## src/design/hr_params.svh

```systemverilog
`ifndef HR_PARAMS_SVH
`define HR_PARAMS_SVH

// Bus widths
`define HR_ADDR_W 32
`define HR_DATA_W 32
`define HR_STRB_W 4

// Handler array, one entry per AXI ID
`define HR_ENTRIES 4
`define HR_ID_W 2

`define HR_LEN_W 2
`define HR_SIZE_W 3

`define HR_RESP_DEPTH 2

`endif
```

## src/design/hr_pkg.sv

```systemverilog
`include "hr_params.svh"

package hr_pkg;

	typedef enum logic [1:0] {
		IDLE,
		DATA,
		WAIT_ACK,
		RESP
	} hr_state_e;

	typedef enum logic [2:0] {
		PUT_FULL = 3'd0,
		PUT_PARTIAL = 3'd1
	} tl_a_op_e;

	typedef enum logic [2:0] {
		ACCESS_ACK = 3'd0
	} tl_d_op_e;

	typedef enum logic [1:0] {
		OKAY = 2'd0,
		SLVERR = 2'd2
	} axi_resp_e;

	typedef struct packed {
		logic [`HR_ID_W-1:0] id;
		logic [`HR_ADDR_W-1:0] addr;
		logic [`HR_LEN_W-1:0] len;
	} ax_cmd_t;

	typedef struct packed {
		logic [`HR_ID_W-1:0] id;
		logic [`HR_DATA_W-1:0] data;
		logic [`HR_STRB_W-1:0] strb;
		logic last;
	} w_beat_t;

	// One A beat; last marks the final beat of a Put burst
	typedef struct packed {
		tl_a_op_e opcode;
		logic [`HR_SIZE_W-1:0] size;
		logic [`HR_ID_W-1:0] source;
		logic [`HR_ADDR_W-1:0] address;
		logic [`HR_STRB_W-1:0] mask;
		logic [`HR_DATA_W-1:0] data;
		logic last;
	} tl_a_t;

	typedef struct packed {
		tl_d_op_e opcode;
		logic [`HR_ID_W-1:0] source;
		logic denied;
	} tl_d_t;

	typedef struct packed {
		logic [`HR_ID_W-1:0] id;
		axi_resp_e resp;
	} b_resp_t;

endpackage

```

## src/design/axi2tl_bridge.sv

```systemverilog
`timescale 1ns/100ps
`include "hr_params.svh"

module axi2tl_bridge (
	input  logic clk,
	input  logic resetn,
	input  logic ax_valid,
	input  hr_pkg::ax_cmd_t ax,
	output logic ax_ready,
	input  logic w_valid,
	input  hr_pkg::w_beat_t w,
	output logic w_ready,
	output logic a_valid,
	output hr_pkg::tl_a_t a,
	input  logic a_ready,
	input  logic d_valid,
	input  hr_pkg::tl_d_t d,
	output logic d_ready,
	output logic b_valid,
	output hr_pkg::b_resp_t b,
	input  logic b_ready
);

	logic [`HR_ENTRIES-1:0] ent_cmd_valid;
	logic [`HR_ENTRIES-1:0] ent_cmd_ready;
	logic [`HR_ENTRIES-1:0] ent_w_valid;
	logic [`HR_ENTRIES-1:0] ent_w_ready;
	logic [`HR_ENTRIES-1:0] ent_a_req;
	logic [`HR_ENTRIES-1:0] ent_a_take;
	logic [`HR_ENTRIES-1:0] ent_d_valid;
	logic [`HR_ENTRIES-1:0] ent_d_ready;
	logic [`HR_ENTRIES-1:0] ent_b_req;
	logic [`HR_ENTRIES-1:0] ent_b_take;
	hr_pkg::tl_a_t ent_beats [`HR_ENTRIES];
	hr_pkg::axi_resp_e ent_resp [`HR_ENTRIES];

	// The AXI ID and the TL source both name the entry
	assign ax_ready = ent_cmd_ready[ax.id];
	assign w_ready = ent_w_ready[w.id];
	assign d_ready = ent_d_ready[d.source];

	for (genvar g = 0; g < `HR_ENTRIES; g++) begin : g_entry
		assign ent_cmd_valid[g] = ax_valid && (ax.id == `HR_ID_W'(g));
		assign ent_w_valid[g] = w_valid && (w.id == `HR_ID_W'(g));
		assign ent_d_valid[g] = d_valid && (d.source == `HR_ID_W'(g));

		hr_entry i_entry (
			.clk(clk),
			.resetn(resetn),
			.cmd_valid(ent_cmd_valid[g]),
			.cmd(ax),
			.cmd_ready(ent_cmd_ready[g]),
			.w_valid(ent_w_valid[g]),
			.w(w),
			.w_ready(ent_w_ready[g]),
			.a_req(ent_a_req[g]),
			.a_beat(ent_beats[g]),
			.a_take(ent_a_take[g]),
			.d_valid(ent_d_valid[g]),
			.d(d),
			.d_ready(ent_d_ready[g]),
			.b_req(ent_b_req[g]),
			.b_resp(ent_resp[g]),
			.b_take(ent_b_take[g]),
			.source(`HR_ID_W'(g))
		);
	end

	tl_a_arbiter i_a_arb (
		.clk(clk),
		.resetn(resetn),
		.req(ent_a_req),
		.beats(ent_beats),
		.take(ent_a_take),
		.a_valid(a_valid),
		.a(a),
		.a_ready(a_ready)
	);

	resp_collector i_resp (
		.clk(clk),
		.resetn(resetn),
		.req(ent_b_req),
		.resp(ent_resp),
		.take(ent_b_take),
		.b_valid(b_valid),
		.b(b),
		.b_ready(b_ready)
	);

endmodule

```

## src/design/resp_collector.sv

```systemverilog
`timescale 1ns/100ps
`include "hr_params.svh"

module resp_collector (
	input  logic clk,
	input  logic resetn,
	input  logic [`HR_ENTRIES-1:0] req,
	input  hr_pkg::axi_resp_e resp [`HR_ENTRIES],
	output logic [`HR_ENTRIES-1:0] take,
	output logic b_valid,
	output hr_pkg::b_resp_t b,
	input  logic b_ready
);

	localparam int PTR_W = $clog2(`HR_RESP_DEPTH);

	hr_pkg::b_resp_t fifo_mem [`HR_RESP_DEPTH];
	logic [PTR_W:0] wr_ptr_q;
	logic [PTR_W:0] rd_ptr_q;
	logic full;
	logic empty;
	logic push;
	logic pop;
	logic [`HR_ENTRIES-1:0] grant;
	hr_pkg::b_resp_t push_data;

	// Extra pointer bit tells full from empty
	assign empty = (wr_ptr_q == rd_ptr_q);
	assign full = (wr_ptr_q[PTR_W] != rd_ptr_q[PTR_W]) &&
		(wr_ptr_q[PTR_W-1:0] == rd_ptr_q[PTR_W-1:0]);

	rr_arbiter i_arb (
		.clk(clk),
		.resetn(resetn),
		.req(req & {`HR_ENTRIES{!full}}),
		.hold(1'b0),
		.grant(grant)
	);

	assign take = grant;
	assign push = |grant;
	assign pop = b_valid && b_ready;

	always_comb begin
		push_data.id = '0;
		push_data.resp = hr_pkg::OKAY;
		for (int i = 0; i < `HR_ENTRIES; i++) begin
			if (grant[i]) begin
				push_data.id = `HR_ID_W'(i);
				push_data.resp = resp[i];
			end
		end
	end

	always_ff @(posedge clk or negedge resetn) begin
		if (!resetn) begin
			wr_ptr_q <= '0;
			rd_ptr_q <= '0;
		end else begin
			if (push)
				wr_ptr_q <= wr_ptr_q + 1'b1;
			if (pop)
				rd_ptr_q <= rd_ptr_q + 1'b1;
		end
	end

	always_ff @(posedge clk) begin
		if (push)
			fifo_mem[wr_ptr_q[PTR_W-1:0]] <= push_data;
	end

	assign b_valid = !empty;
	assign b = fifo_mem[rd_ptr_q[PTR_W-1:0]];

endmodule

```

## src/design/tl_a_arbiter.sv

```systemverilog
`timescale 1ns/100ps
`include "hr_params.svh"

module tl_a_arbiter (
	input  logic clk,
	input  logic resetn,
	input  logic [`HR_ENTRIES-1:0] req,
	input  hr_pkg::tl_a_t beats [`HR_ENTRIES],
	output logic [`HR_ENTRIES-1:0] take,
	output logic a_valid,
	output hr_pkg::tl_a_t a,
	input  logic a_ready
);

	logic lock_q;
	logic stall_q;
	logic [`HR_ENTRIES-1:0] grant;

	// Stay on the owner inside a burst and while a beat is stalled
	rr_arbiter i_arb (
		.clk(clk),
		.resetn(resetn),
		.req(req),
		.hold(lock_q || stall_q),
		.grant(grant)
	);

	always_comb begin
		a = '0;
		for (int i = 0; i < `HR_ENTRIES; i++) begin
			if (grant[i])
				a = beats[i];
		end
	end

	assign a_valid = |grant;
	assign take = grant & {`HR_ENTRIES{a_ready}};

	always_ff @(posedge clk or negedge resetn) begin
		if (!resetn) begin
			lock_q <= 1'b0;
			stall_q <= 1'b0;
		end else begin
			if (a_valid && a_ready)
				lock_q <= !a.last;
			stall_q <= a_valid && !a_ready;
		end
	end

endmodule

```

## src/design/rr_arbiter.sv

```systemverilog
`timescale 1ns/100ps
`include "hr_params.svh"

module rr_arbiter (
	input  logic clk,
	input  logic resetn,
	input  logic [`HR_ENTRIES-1:0] req,
	input  logic hold,
	output logic [`HR_ENTRIES-1:0] grant
);

	logic [`HR_ID_W-1:0] ptr_q;
	logic [`HR_ID_W-1:0] idx;
	logic [`HR_ID_W-1:0] win_idx;
	logic win;

	// Search starts just past the last granted entry
	always_comb begin
		win = 1'b0;
		win_idx = ptr_q;
		for (int i = 1; i <= `HR_ENTRIES; i++) begin
			idx = ptr_q + `HR_ID_W'(i);
			if (!win && req[idx]) begin
				win = 1'b1;
				win_idx = idx;
			end
		end
	end

	always_comb begin
		if (hold)
			grant = req & (`HR_ENTRIES'(1) << ptr_q);
		else if (win)
			grant = `HR_ENTRIES'(1) << win_idx;
		else
			grant = '0;
	end

	always_ff @(posedge clk or negedge resetn) begin
		if (!resetn)
			ptr_q <= `HR_ID_W'(`HR_ENTRIES - 1);
		else if (!hold && win)
			ptr_q <= win_idx;
	end

endmodule

```

## src/design/hr_entry.sv

```systemverilog
`timescale 1ns/100ps
`include "hr_params.svh"

module hr_entry (
	input  logic clk,
	input  logic resetn,
	input  logic cmd_valid,
	input  hr_pkg::ax_cmd_t cmd,
	output logic cmd_ready,
	input  logic w_valid,
	input  hr_pkg::w_beat_t w,
	output logic w_ready,
	output logic a_req,
	output hr_pkg::tl_a_t a_beat,
	input  logic a_take,
	input  logic d_valid,
	input  hr_pkg::tl_d_t d,
	output logic d_ready,
	output logic b_req,
	output hr_pkg::axi_resp_e b_resp,
	input  logic b_take,
	input  logic [`HR_ID_W-1:0] source
);

	hr_pkg::hr_state_e state_q;
	logic [`HR_LEN_W-1:0] cnt_q;
	logic [`HR_ADDR_W-1:0] addr_q;
	logic [`HR_LEN_W-1:0] len_q;
	logic beat_valid_q;
	logic [`HR_DATA_W-1:0] beat_data_q;
	logic [`HR_STRB_W-1:0] beat_strb_q;
	logic beat_last_q;
	hr_pkg::axi_resp_e resp_q;
	logic cmd_fire;
	logic w_fire;
	logic d_fire;

	assign cmd_ready = (state_q == hr_pkg::IDLE);
	assign d_ready = (state_q == hr_pkg::WAIT_ACK);
	assign b_req = (state_q == hr_pkg::RESP);
	assign b_resp = resp_q;
	assign a_req = beat_valid_q;

	// Refill while the held beat leaves, never past the final beat
	assign w_ready = (state_q == hr_pkg::DATA) &&
		(!beat_valid_q || (a_take && !beat_last_q));

	assign cmd_fire = cmd_valid && cmd_ready;
	assign w_fire = w_valid && w_ready;
	assign d_fire = d_valid && d_ready;

	always_ff @(posedge clk or negedge resetn) begin
		if (!resetn) begin
			state_q <= hr_pkg::IDLE;
		end else begin
			case (state_q)
				hr_pkg::IDLE: begin
					if (cmd_fire)
						state_q <= hr_pkg::DATA;
				end
				hr_pkg::DATA: begin
					if (a_take && beat_last_q)
						state_q <= hr_pkg::WAIT_ACK;
				end
				hr_pkg::WAIT_ACK: begin
					if (d_fire)
						state_q <= hr_pkg::RESP;
				end
				default: begin
					if (b_take)
						state_q <= hr_pkg::IDLE;
				end
			endcase
		end
	end

	always_ff @(posedge clk or negedge resetn) begin
		if (!resetn) begin
			cnt_q <= '0;
			beat_valid_q <= 1'b0;
		end else begin
			if (cmd_fire)
				cnt_q <= '0;
			else if (w_fire)
				cnt_q <= cnt_q + 1'b1;
			if (w_fire)
				beat_valid_q <= 1'b1;
			else if (a_take)
				beat_valid_q <= 1'b0;
		end
	end

	always_ff @(posedge clk) begin
		if (cmd_fire) begin
			addr_q <= cmd.addr;
			len_q <= cmd.len;
		end
		if (w_fire) begin
			beat_data_q <= w.data;
			beat_strb_q <= w.strb;
			beat_last_q <= (cnt_q == len_q);
		end
		if (d_fire) begin
			if (d.denied)
				resp_q <= hr_pkg::SLVERR;
			else
				resp_q <= hr_pkg::OKAY;
		end
	end

	always_comb begin
		a_beat.source = source;
		a_beat.address = addr_q;
		a_beat.mask = beat_strb_q;
		a_beat.data = beat_data_q;
		a_beat.last = beat_last_q;
		// log2 of total burst bytes
		case (len_q)
			2'd0: a_beat.size = `HR_SIZE_W'(2);
			2'd1: a_beat.size = `HR_SIZE_W'(3);
			default: a_beat.size = `HR_SIZE_W'(4);
		endcase
		if (&beat_strb_q)
			a_beat.opcode = hr_pkg::PUT_FULL;
		else
			a_beat.opcode = hr_pkg::PUT_PARTIAL;
	end

endmodule

```

## config.mk

```make
export PLATFORM = sky130hd
export DESIGN_NAME = axi2tl_bridge
export DESIGN_NICKNAME = d
export VERILOG_FILES = /design/src/design/hr_pkg.sv /design/src/design/axi2tl_bridge.sv /design/src/design/resp_collector.sv /design/src/design/tl_a_arbiter.sv /design/src/design/rr_arbiter.sv /design/src/design/hr_entry.sv
export VERILOG_INCLUDE_DIRS = /design/src /design/src/design
export SDC_FILE = /design/constraint.sdc
export NUM_CORES = 1
export LEC_CHECK = 0
export BUFFER_PORTS_ARGS = -buffer_cell sky130_fd_sc_hd__buf_2
export CAP_MARGIN = 20
export CORE_MARGIN = 2
export CORE_UTILIZATION = 58
export CTS_CLUSTER_DIAMETER = 40
export DETAILED_ROUTE_END_ITERATION = 10
export PLACE_DENSITY = 0.8
export REMOVE_ABC_BUFFERS = 1
export SYNTH_ARGS = -nofsm -noshare
export SYNTH_HDL_FRONTEND = slang
export SYNTH_SLANG_ARGS = --single-unit
```

## constraint.sdc

```tcl
create_clock -name clk -period 6.19 [get_ports clk]
set_input_delay 0.619 -clock clk [delete_from_list [all_inputs] [get_ports clk]]
set_output_delay 0.619 -clock clk [all_outputs]
set_load 0.005 [all_outputs]
```

==> results of run 1 <==
-- registers in the layout, summed over array words and instances (netlist names) --
register and flops:
g_entry.i_entry.b_resp 4, i_a_arb.i_arb.ptr_q 2, g_entry.i_entry.beat_data_q 128, i_resp.i_arb.ptr_q 2
i_resp.fifo_mem 6, g_entry.i_entry.len_q 8, g_entry.i_entry.state_q 8, i_resp.rd_ptr_q 2
i_resp.wr_ptr_q 2, g_entry.i_entry.cnt_q 8, g_entry.i_entry.beat_strb_q 16, g_entry.i_entry.a_req 4
i_a_arb.stall_q 1, i_a_arb.lock_q 1, g_entry.i_entry.beat_last_q 4, g_entry.i_entry.addr_q 128
-- per-stage QoR --
step	worst slack, ns	hold WS, ns	instance area (sq um)	cells	util
after floorplan	1.41	0.323	13600	923	-
after global placement	1.54	0.484	15000	1421	0.640
after detailed placement	1.52	0.503	15000	1421	0.640
after CTS	0.924	0.182	16400	1495	0.700
after global routing	0.747	0.223	16400	1496	0.700
final	0.935	0.176	16400	1499	0.700
-- power by group through the flow --
stage | clock, mW | sequential [mW] | combinational [mW]
global route | 2.52 | 2.87 | 4.11
global placement | 0 | 2.87 | 3.69
detailed placement | 0 | 2.88 | 3.76
finish | 2.39 | 2.84 | 3.78
CTS | 2.43 | 2.84 | 3.80
floorplan | 0 | 2.83 | 2.27
-- layout by cell type (no fill, tap or decap), drive strengths merged, types with 4 or more instances in the layout --
| master | instances |
|---|---|
| buf | 179 |
| xor2 | 11 |
| a31oi | 6 |
| xnor2 | 5 |
| nor3b | 4 |
| nand4 | 7 |
| bufinv | 6 |
| nor2b | 7 |
| mux2i | 80 |
| diode | 4 |
| mux2 | 6 |
| ha | 21 |
| a21oi | 19 |
| nand3 | 8 |
| nor2 | 30 |
| clkbuf | 46 |
| dfrtp | 26 |
| o21ai | 19 |
| o221ai | 69 |
| nand3b | 4 |
| inv | 96 |
| clkinvlp | 4 |
| or2 | 4 |
| dfstp | 4 |
| nand2b | 7 |
| a21o | 4 |
| o22ai | 8 |
| a2111oi | 5 |
| and2 | 7 |
| edfxtp | 294 |
| clkinv | 16 |
| nand2 | 100 |
| nor3 | 7 |
-- worst min-delay path by stage --
stage                    from                     endpoint  cells after the start
2_1_floorplan          resetn     g_entry[0].i_entry.a_req                      0
3_3_place_gp   i_a_arb.lock_q               i_a_arb.lock_q                      2
3_5_place_dp   i_a_arb.lock_q               i_a_arb.lock_q                      2
4_1_cts                resetn  g_entry[0].i_entry.cnt_q[0]                      1
5_1_grt                resetn  g_entry[0].i_entry.cnt_q[0]                      1
6_report               resetn  g_entry[0].i_entry.cnt_q[0]                      1
-- cells by family (layout without fill, tap and decap cells) --
| logic type | after synthesis | after routing |
|---|---|---|
| flops | 324 | 324 |
| xor+xnor | 16 | 16 |
| other cells | 1 | 7 |
| buf+inv | 138 | 347 |
| fa+ha+maj | 21 | 21 |
| compound gates | 177 | 177 |
| simple gates | 199 | 199 |
| mux | 89 | 89 |
-- layer usage --
metal | up-vias | share of wire | GRT usage
li1 | 4041 | - | -
met1 | 4186 | 0.41 | 0.305
met2 | 322 | 0.48 | 0.392
met3 | 63 | 0.082 | 0.0684
met4 | 0 | 0.025 | 0.0696
met5 | - | 0 | 0
-- final cells by class --
type,count,area [sq um]
multi-input cells,505,3750
repair buffers,179,941
well taps,319,399
clock buffers,46,1070
inverters,94,353
diodes,4,10.0
clock inverters,28,343
fillers,1540,7030
flip-flops and latches,324,9580
==> results.txt, run 1 <==
status = finished clean
clock root cell = clkbuf_16
register share of total power = 0.315
Synth Flop Type = edfxtp_1
vias in the first global route = 8694
Worst path most repeated cell = inv_1
top-area cell type share of the netlist area = 0.636
First-pass DRT Iterations = 7
clock latency on the worst-skew pair = 0.52 ns
largest net degree at the start of global routing = 60
Psw = 3.31 mW
share of cells above drive strength 1 = 0.238
initial antenna violation count = 5
Worst slew margin = 0.302
All-Layer GR Usage = 0.237
ANT nets after route = 0
die height = 159 um
H-tree depth = 2
mux contribution to synthesized area = 0.0674
DIE WIDTH = 159 um
Clock Path Buffers = 3
switching share of power = 0.368
worst flop-to-flop path endpoint = g_entry[0].i_entry.beat_data_q[5]
CP max FO = 41
clock share of power = 0.265
Post-route DRC = 0
grt ovf = 0
Max Cap Violations = 0
Post-synth EDFFs = 294
RSZ-0062 raised after global routing = no
slowest CP cell = dfstp_2
DP HPWL = 18400 um
io pins = 174
via count = 8612
CP peak stage delay = 0.68 ns
Clk pin slew, worst setup/hold paths = 0.06 ns
Synth Register Bits = 324
top-count cell post-synth = edfxtp_1
Post-Route WL = 29700 um
WP data required = 5.57 ns
Final Slew Violations = 0
CORE AREA = 23500 sq um
Seq/Total Area, Yosys = 0.690
Startpoint Class = flop
Tot Pwr = 9.01 mW
CTS resizes = 0
Pleak = 6.17 nW
Critical Path Sink = a[47]
final net count = 1253
final setup violation count = 0
area grow syn2layout = 18.4%
compound-gate portion of the synthesized area = 0.102
HP Class = primary input to asynchronous set/reset pin
Crit. Startpoint = i_a_arb.i_arb.ptr_q[1]
CP Class = flop to primary output
startpoint of the worst register-to-register path = i_a_arb.i_arb.ptr_q[1]
initial drt markers = 701
most instantiated cells after synthesis = edfxtp_1 (294), nand2_1 (98), inv_1 (94)
number of setup buffers added after CTS = 0
Rows = 56
PortBufs = 166
mean routed wirelength per cell = 19.8 um
starting density of the core = 0.592
P_int = 5.70 mW
simple-gate portion of the synthesized area = 0.0677
syn_area_per_cell = 14.4 sq um
largest delay contributor family on the critical path = compound AO/OA/AOI/OAI gates
worst slew pin tran = 1.05 ns
WP buf/inv = 4
TNS Setup = 0 ns
Post-Syn Instances = 965
Combinational Power Share = 0.420
area leader, netlist = edfxtp_1
Sink Count = 324
min Tclk post-route = 5.26 ns
vias per inst = 5.75
adder-cell share of the synthesized area = 0.0189
Final Hold Fails = 0
yosys warns = 0
R2R setup slack = 2.17 ns
RePlAce Congestion = 0.929
hold buffer count at CTS = 0
Synth cell types = 82
Worst R2R Path Depth = 9
largest family of logic cells by synthesized area = compound AO/OA/AOI/OAI gates
worst path cell trace = inv_1 -> ha_1 -> inv_1 -> a221o_1 -> a2111o_1 -> a211o_1 -> nand2_4 -> buf_12 -> mux2i_1 -> o221ai_1 -> buf_2
Inserted Clock Buffers = 40
top cells by area, synth = edfxtp_1 (64%), mux2i_1 (5.8%), dfrtp_1 (4.7%)
Die Footprint = 25200 sq um
Post-Syn Area = 13900 sq um
Critical Path Stages = 11
fin crit share = 0.849
asr flop ratio synth = 0.0926
Setup crit end kind = primary output
Post-Synth XOR/XNOR Area = 0.0101
CP arrival = 4.64 ns
fmax = 190 MHz
Pwr Density = 548 nW/um^2
CTS tree = built
Max VDD drop = 0.000434 V
skew final = 0.0275 ns
first-pass GRT wire length = 46900 um
Note: power is estimated with default switching activity, not from simulation.
==> run 2, diff against run 1 <==
--- a/config.mk
+++ b/config.mk
@@ -6,6 +6,7 @@
 export SDC_FILE = /design/constraint.sdc
 export NUM_CORES = 1
 export LEC_CHECK = 0
+export ABC_AREA = 1
 export BUFFER_PORTS_ARGS = -buffer_cell sky130_fd_sc_hd__buf_2
 export CAP_MARGIN = 20
 export CORE_MARGIN = 2
==> constraint.sdc (replaced) <==
create_clock -name clk -period 5.2 [get_ports clk]
set_input_delay 0.52 -clock clk [delete_from_list [all_inputs] [get_ports clk]]
set_output_delay 0.52 -clock clk [all_outputs]
set_load 0.005 [all_outputs]
==> results.txt, run 2 <==
status = finished clean
vias in the first global route = 10100
largest net degree at the start of global routing = 82
Clk pin slew, worst setup/hold paths = 0.06 ns
Post-Syn Area = 14500 sq um
die height = 162 um
Clock Path Buffers = 3
clock latency on the worst-skew pair = 0.53 ns
initial drt markers = 894
Seq/Total Area, Yosys = 0.663
HP Class = primary input to asynchronous set/reset pin
top cells by area, synth = edfxtp_1 (61%), nand2_1 (11%), nand3_1 (8.9%)
CP arrival = 4.04 ns
top flop regs = g_entry.i_entry.addr_q (128), g_entry.i_entry.beat_data_q (128), g_entry.i_entry.beat_strb_q (16)
io pins = 174
CP max FO = 75
Final Slew Violations = 0
Synth Flop Type = edfxtp_1
number of setup buffers added after CTS = 0
switching share of power = 0.440
slowest CP cell = buf_4
share of cells above drive strength 1 = 0.210
Sink Count = 324
hold buffer count at CTS = 0
fin crit share = 0.877
Post-route DRC = 0
Final Hold Fails = 0
most instantiated cells after synthesis = nand2_1 (424), edfxtp_1 (294), nand3_1 (257)
initial antenna violation count = 3
Cell Count, Final, Fillers Out = 1829
Rows = 57
worst slew pin tran = 0.975 ns
RSZ-0062 raised after global routing = no
most frequent cells in the layout = nand2_1 (424), edfxtp_1 (294), nand3_1 (257)
starting density of the core = 0.593
H-tree depth = 2
grt ovf = 0
Die Footprint = 26200 sq um
most common cell after layout, fill and taps aside = nand2_1
min Tclk post-route = 4.56 ns
via count = 10200
met1 Resource Use GR = 0.303
P_int = 6.99 mW
Worst slew margin = 0.350
busiest grt layer = met2
clock root cell = clkbuf_16
yosys warns = 0
Psw = 5.50 mW
CP Class = flop to primary output
Max Cap Violations = 0
Setup crit end kind = primary output
Synth Register Bits = 324
Global Route met2 Usage = 0.419
Tot Pwr = 12.5 mW
GR met3 Demand/Resource = 0.0518
All-Layer GR Usage = 0.246
area leader, netlist = edfxtp_1
Inserted Clock Buffers = 41
Combinational Power Share = 0.511
first-pass GRT wire length = 50500 um
Post-Syn Instances = 1304
CTS resizes = 0
Synth cell types = 38
Post-synth EDFFs = 294
clock share of power = 0.218
worst path cell trace = inv_6 -> ha_1 -> inv_1 -> nand2_2 -> nand2_4 -> inv_4 -> nand3_2 -> nand2_1 -> nand2_1 -> nor2_4 -> nand2_1 -> nand2_2 -> buf_4 -> nor2_1 -> inv_1 -> o21ai_1 -> inv_1 -> buf_2
TNS Setup = 0 ns
CP peak stage delay = 0.76 ns
syn_area_per_cell = 11.1 sq um
Startpoint Class = flop
largest delay contributor family on the critical path = buffers and inverters
First-pass DRT Iterations = 6
top-count cell post-synth = nand2_1
ANT nets after route = 0
Pleak = 7.03 nW
WP buf/inv = 7
Final Util = 0.690
CORE AREA = 24400 sq um
mean routed wirelength per cell = 17.3 um
PortBufs = 166
CTS tree = built
register share of total power = 0.271
asr flop ratio synth = 0.0926
area grow syn2layout = 16.4%
skew final = 0.0178 ns
Pwr Density = 742 nW/um^2
final net count = 1580
Max VDD drop = 0.00106 V
DP HPWL = 18600 um
top-area cell type share of the netlist area = 0.611
DIE WIDTH = 162 um
RePlAce Congestion = 0.870
Inst Count DP = 1752
Post-Route WL = 31700 um
WP data required = 4.68 ns
vias per inst = 5.58
final setup violation count = 0
fmax = 219 MHz
[run 2: power groups by stage]
| stage | Sequential (mW) | Clock, mW | Combinational, mW |
|---|---|---|---|
| global route | 3.41 | 2.87 | 7.14 |
| CTS | 3.38 | 2.76 | 6.43 |
| global placement | 3.41 | 0 | 6.25 |
| detailed placement | 3.43 | 0 | 6.39 |
| floorplan | 3.38 | 0 | 3.90 |
| finish | 3.38 | 2.72 | 6.38 |
[run 2: path summary, 6_finish.rpt]
kind / slack, ns / cells past startpoint / endpoint / startpoint
setup / recovery: 0.64 / 18 / a[73] / i_a_arb.i_arb.ptr_q[0]
hold / removal: 0.06 / 1 / g_entry[2].i_entry.cnt_q[1] / resetn
setup reg to reg: 1.22 / 17 / g_entry[2].i_entry.beat_strb_q[3] / i_a_arb.i_arb.ptr_q[0]
hold reg to reg: 0.49 / 1 / i_resp.wr_ptr_q[1] / i_resp.wr_ptr_q[1]
max in group asynchronous: 4.65 / 1 / i_resp.rd_ptr_q[0] / resetn
min in group clk: 0.20 / 1 / g_entry[2].i_entry.addr_q[17] / ax[19]
[run 2: routing by layer]
metal	wire length (um)	up-vias
li1	-	4849
met1	12200	4866
met2	15800	413
met3	2540	73
met4	1050	2
met5	7	-
[run 2: logic make-up (layout without fill, tap and decap cells)]
logic type	Yosys count	after routing	synth area share
buf+inv	119	316	0.0442
simple gates	783	783	0.249
xor+xnor	14	14	0.00848
fa+ha+maj	21	21	0.0182
flops	324	324	0.663
other cells	1	5	0.000259
compound gates	42	42	0.0169
[run 2: area by class of cell]
class,instances,area (sq um)
Tap cell,324,405
Clock inverter,27,260
Timing Repair Buffer,182,988
Multi-Input combinational cell,863,4280
Inverter,59,231
Sequential cell,324,9580
Antenna cell,2,5.00
Clock buffer,48,1070
Fill cell,1717,7560
[run 2: metrics by stage]
stage	setup slack [ns]	cell area [sq um]	hold slack, ns
6_report	0.639	16800	0.0627
5_1_grt	0.401	16800	0.106
4_1_cts	0.630	16800	0.0690
3_5_place_dp	1.20	15500	0.471
3_3_place_gp	1.25	15500	0.463
2_1_floorplan	0.0567	14100	0.224
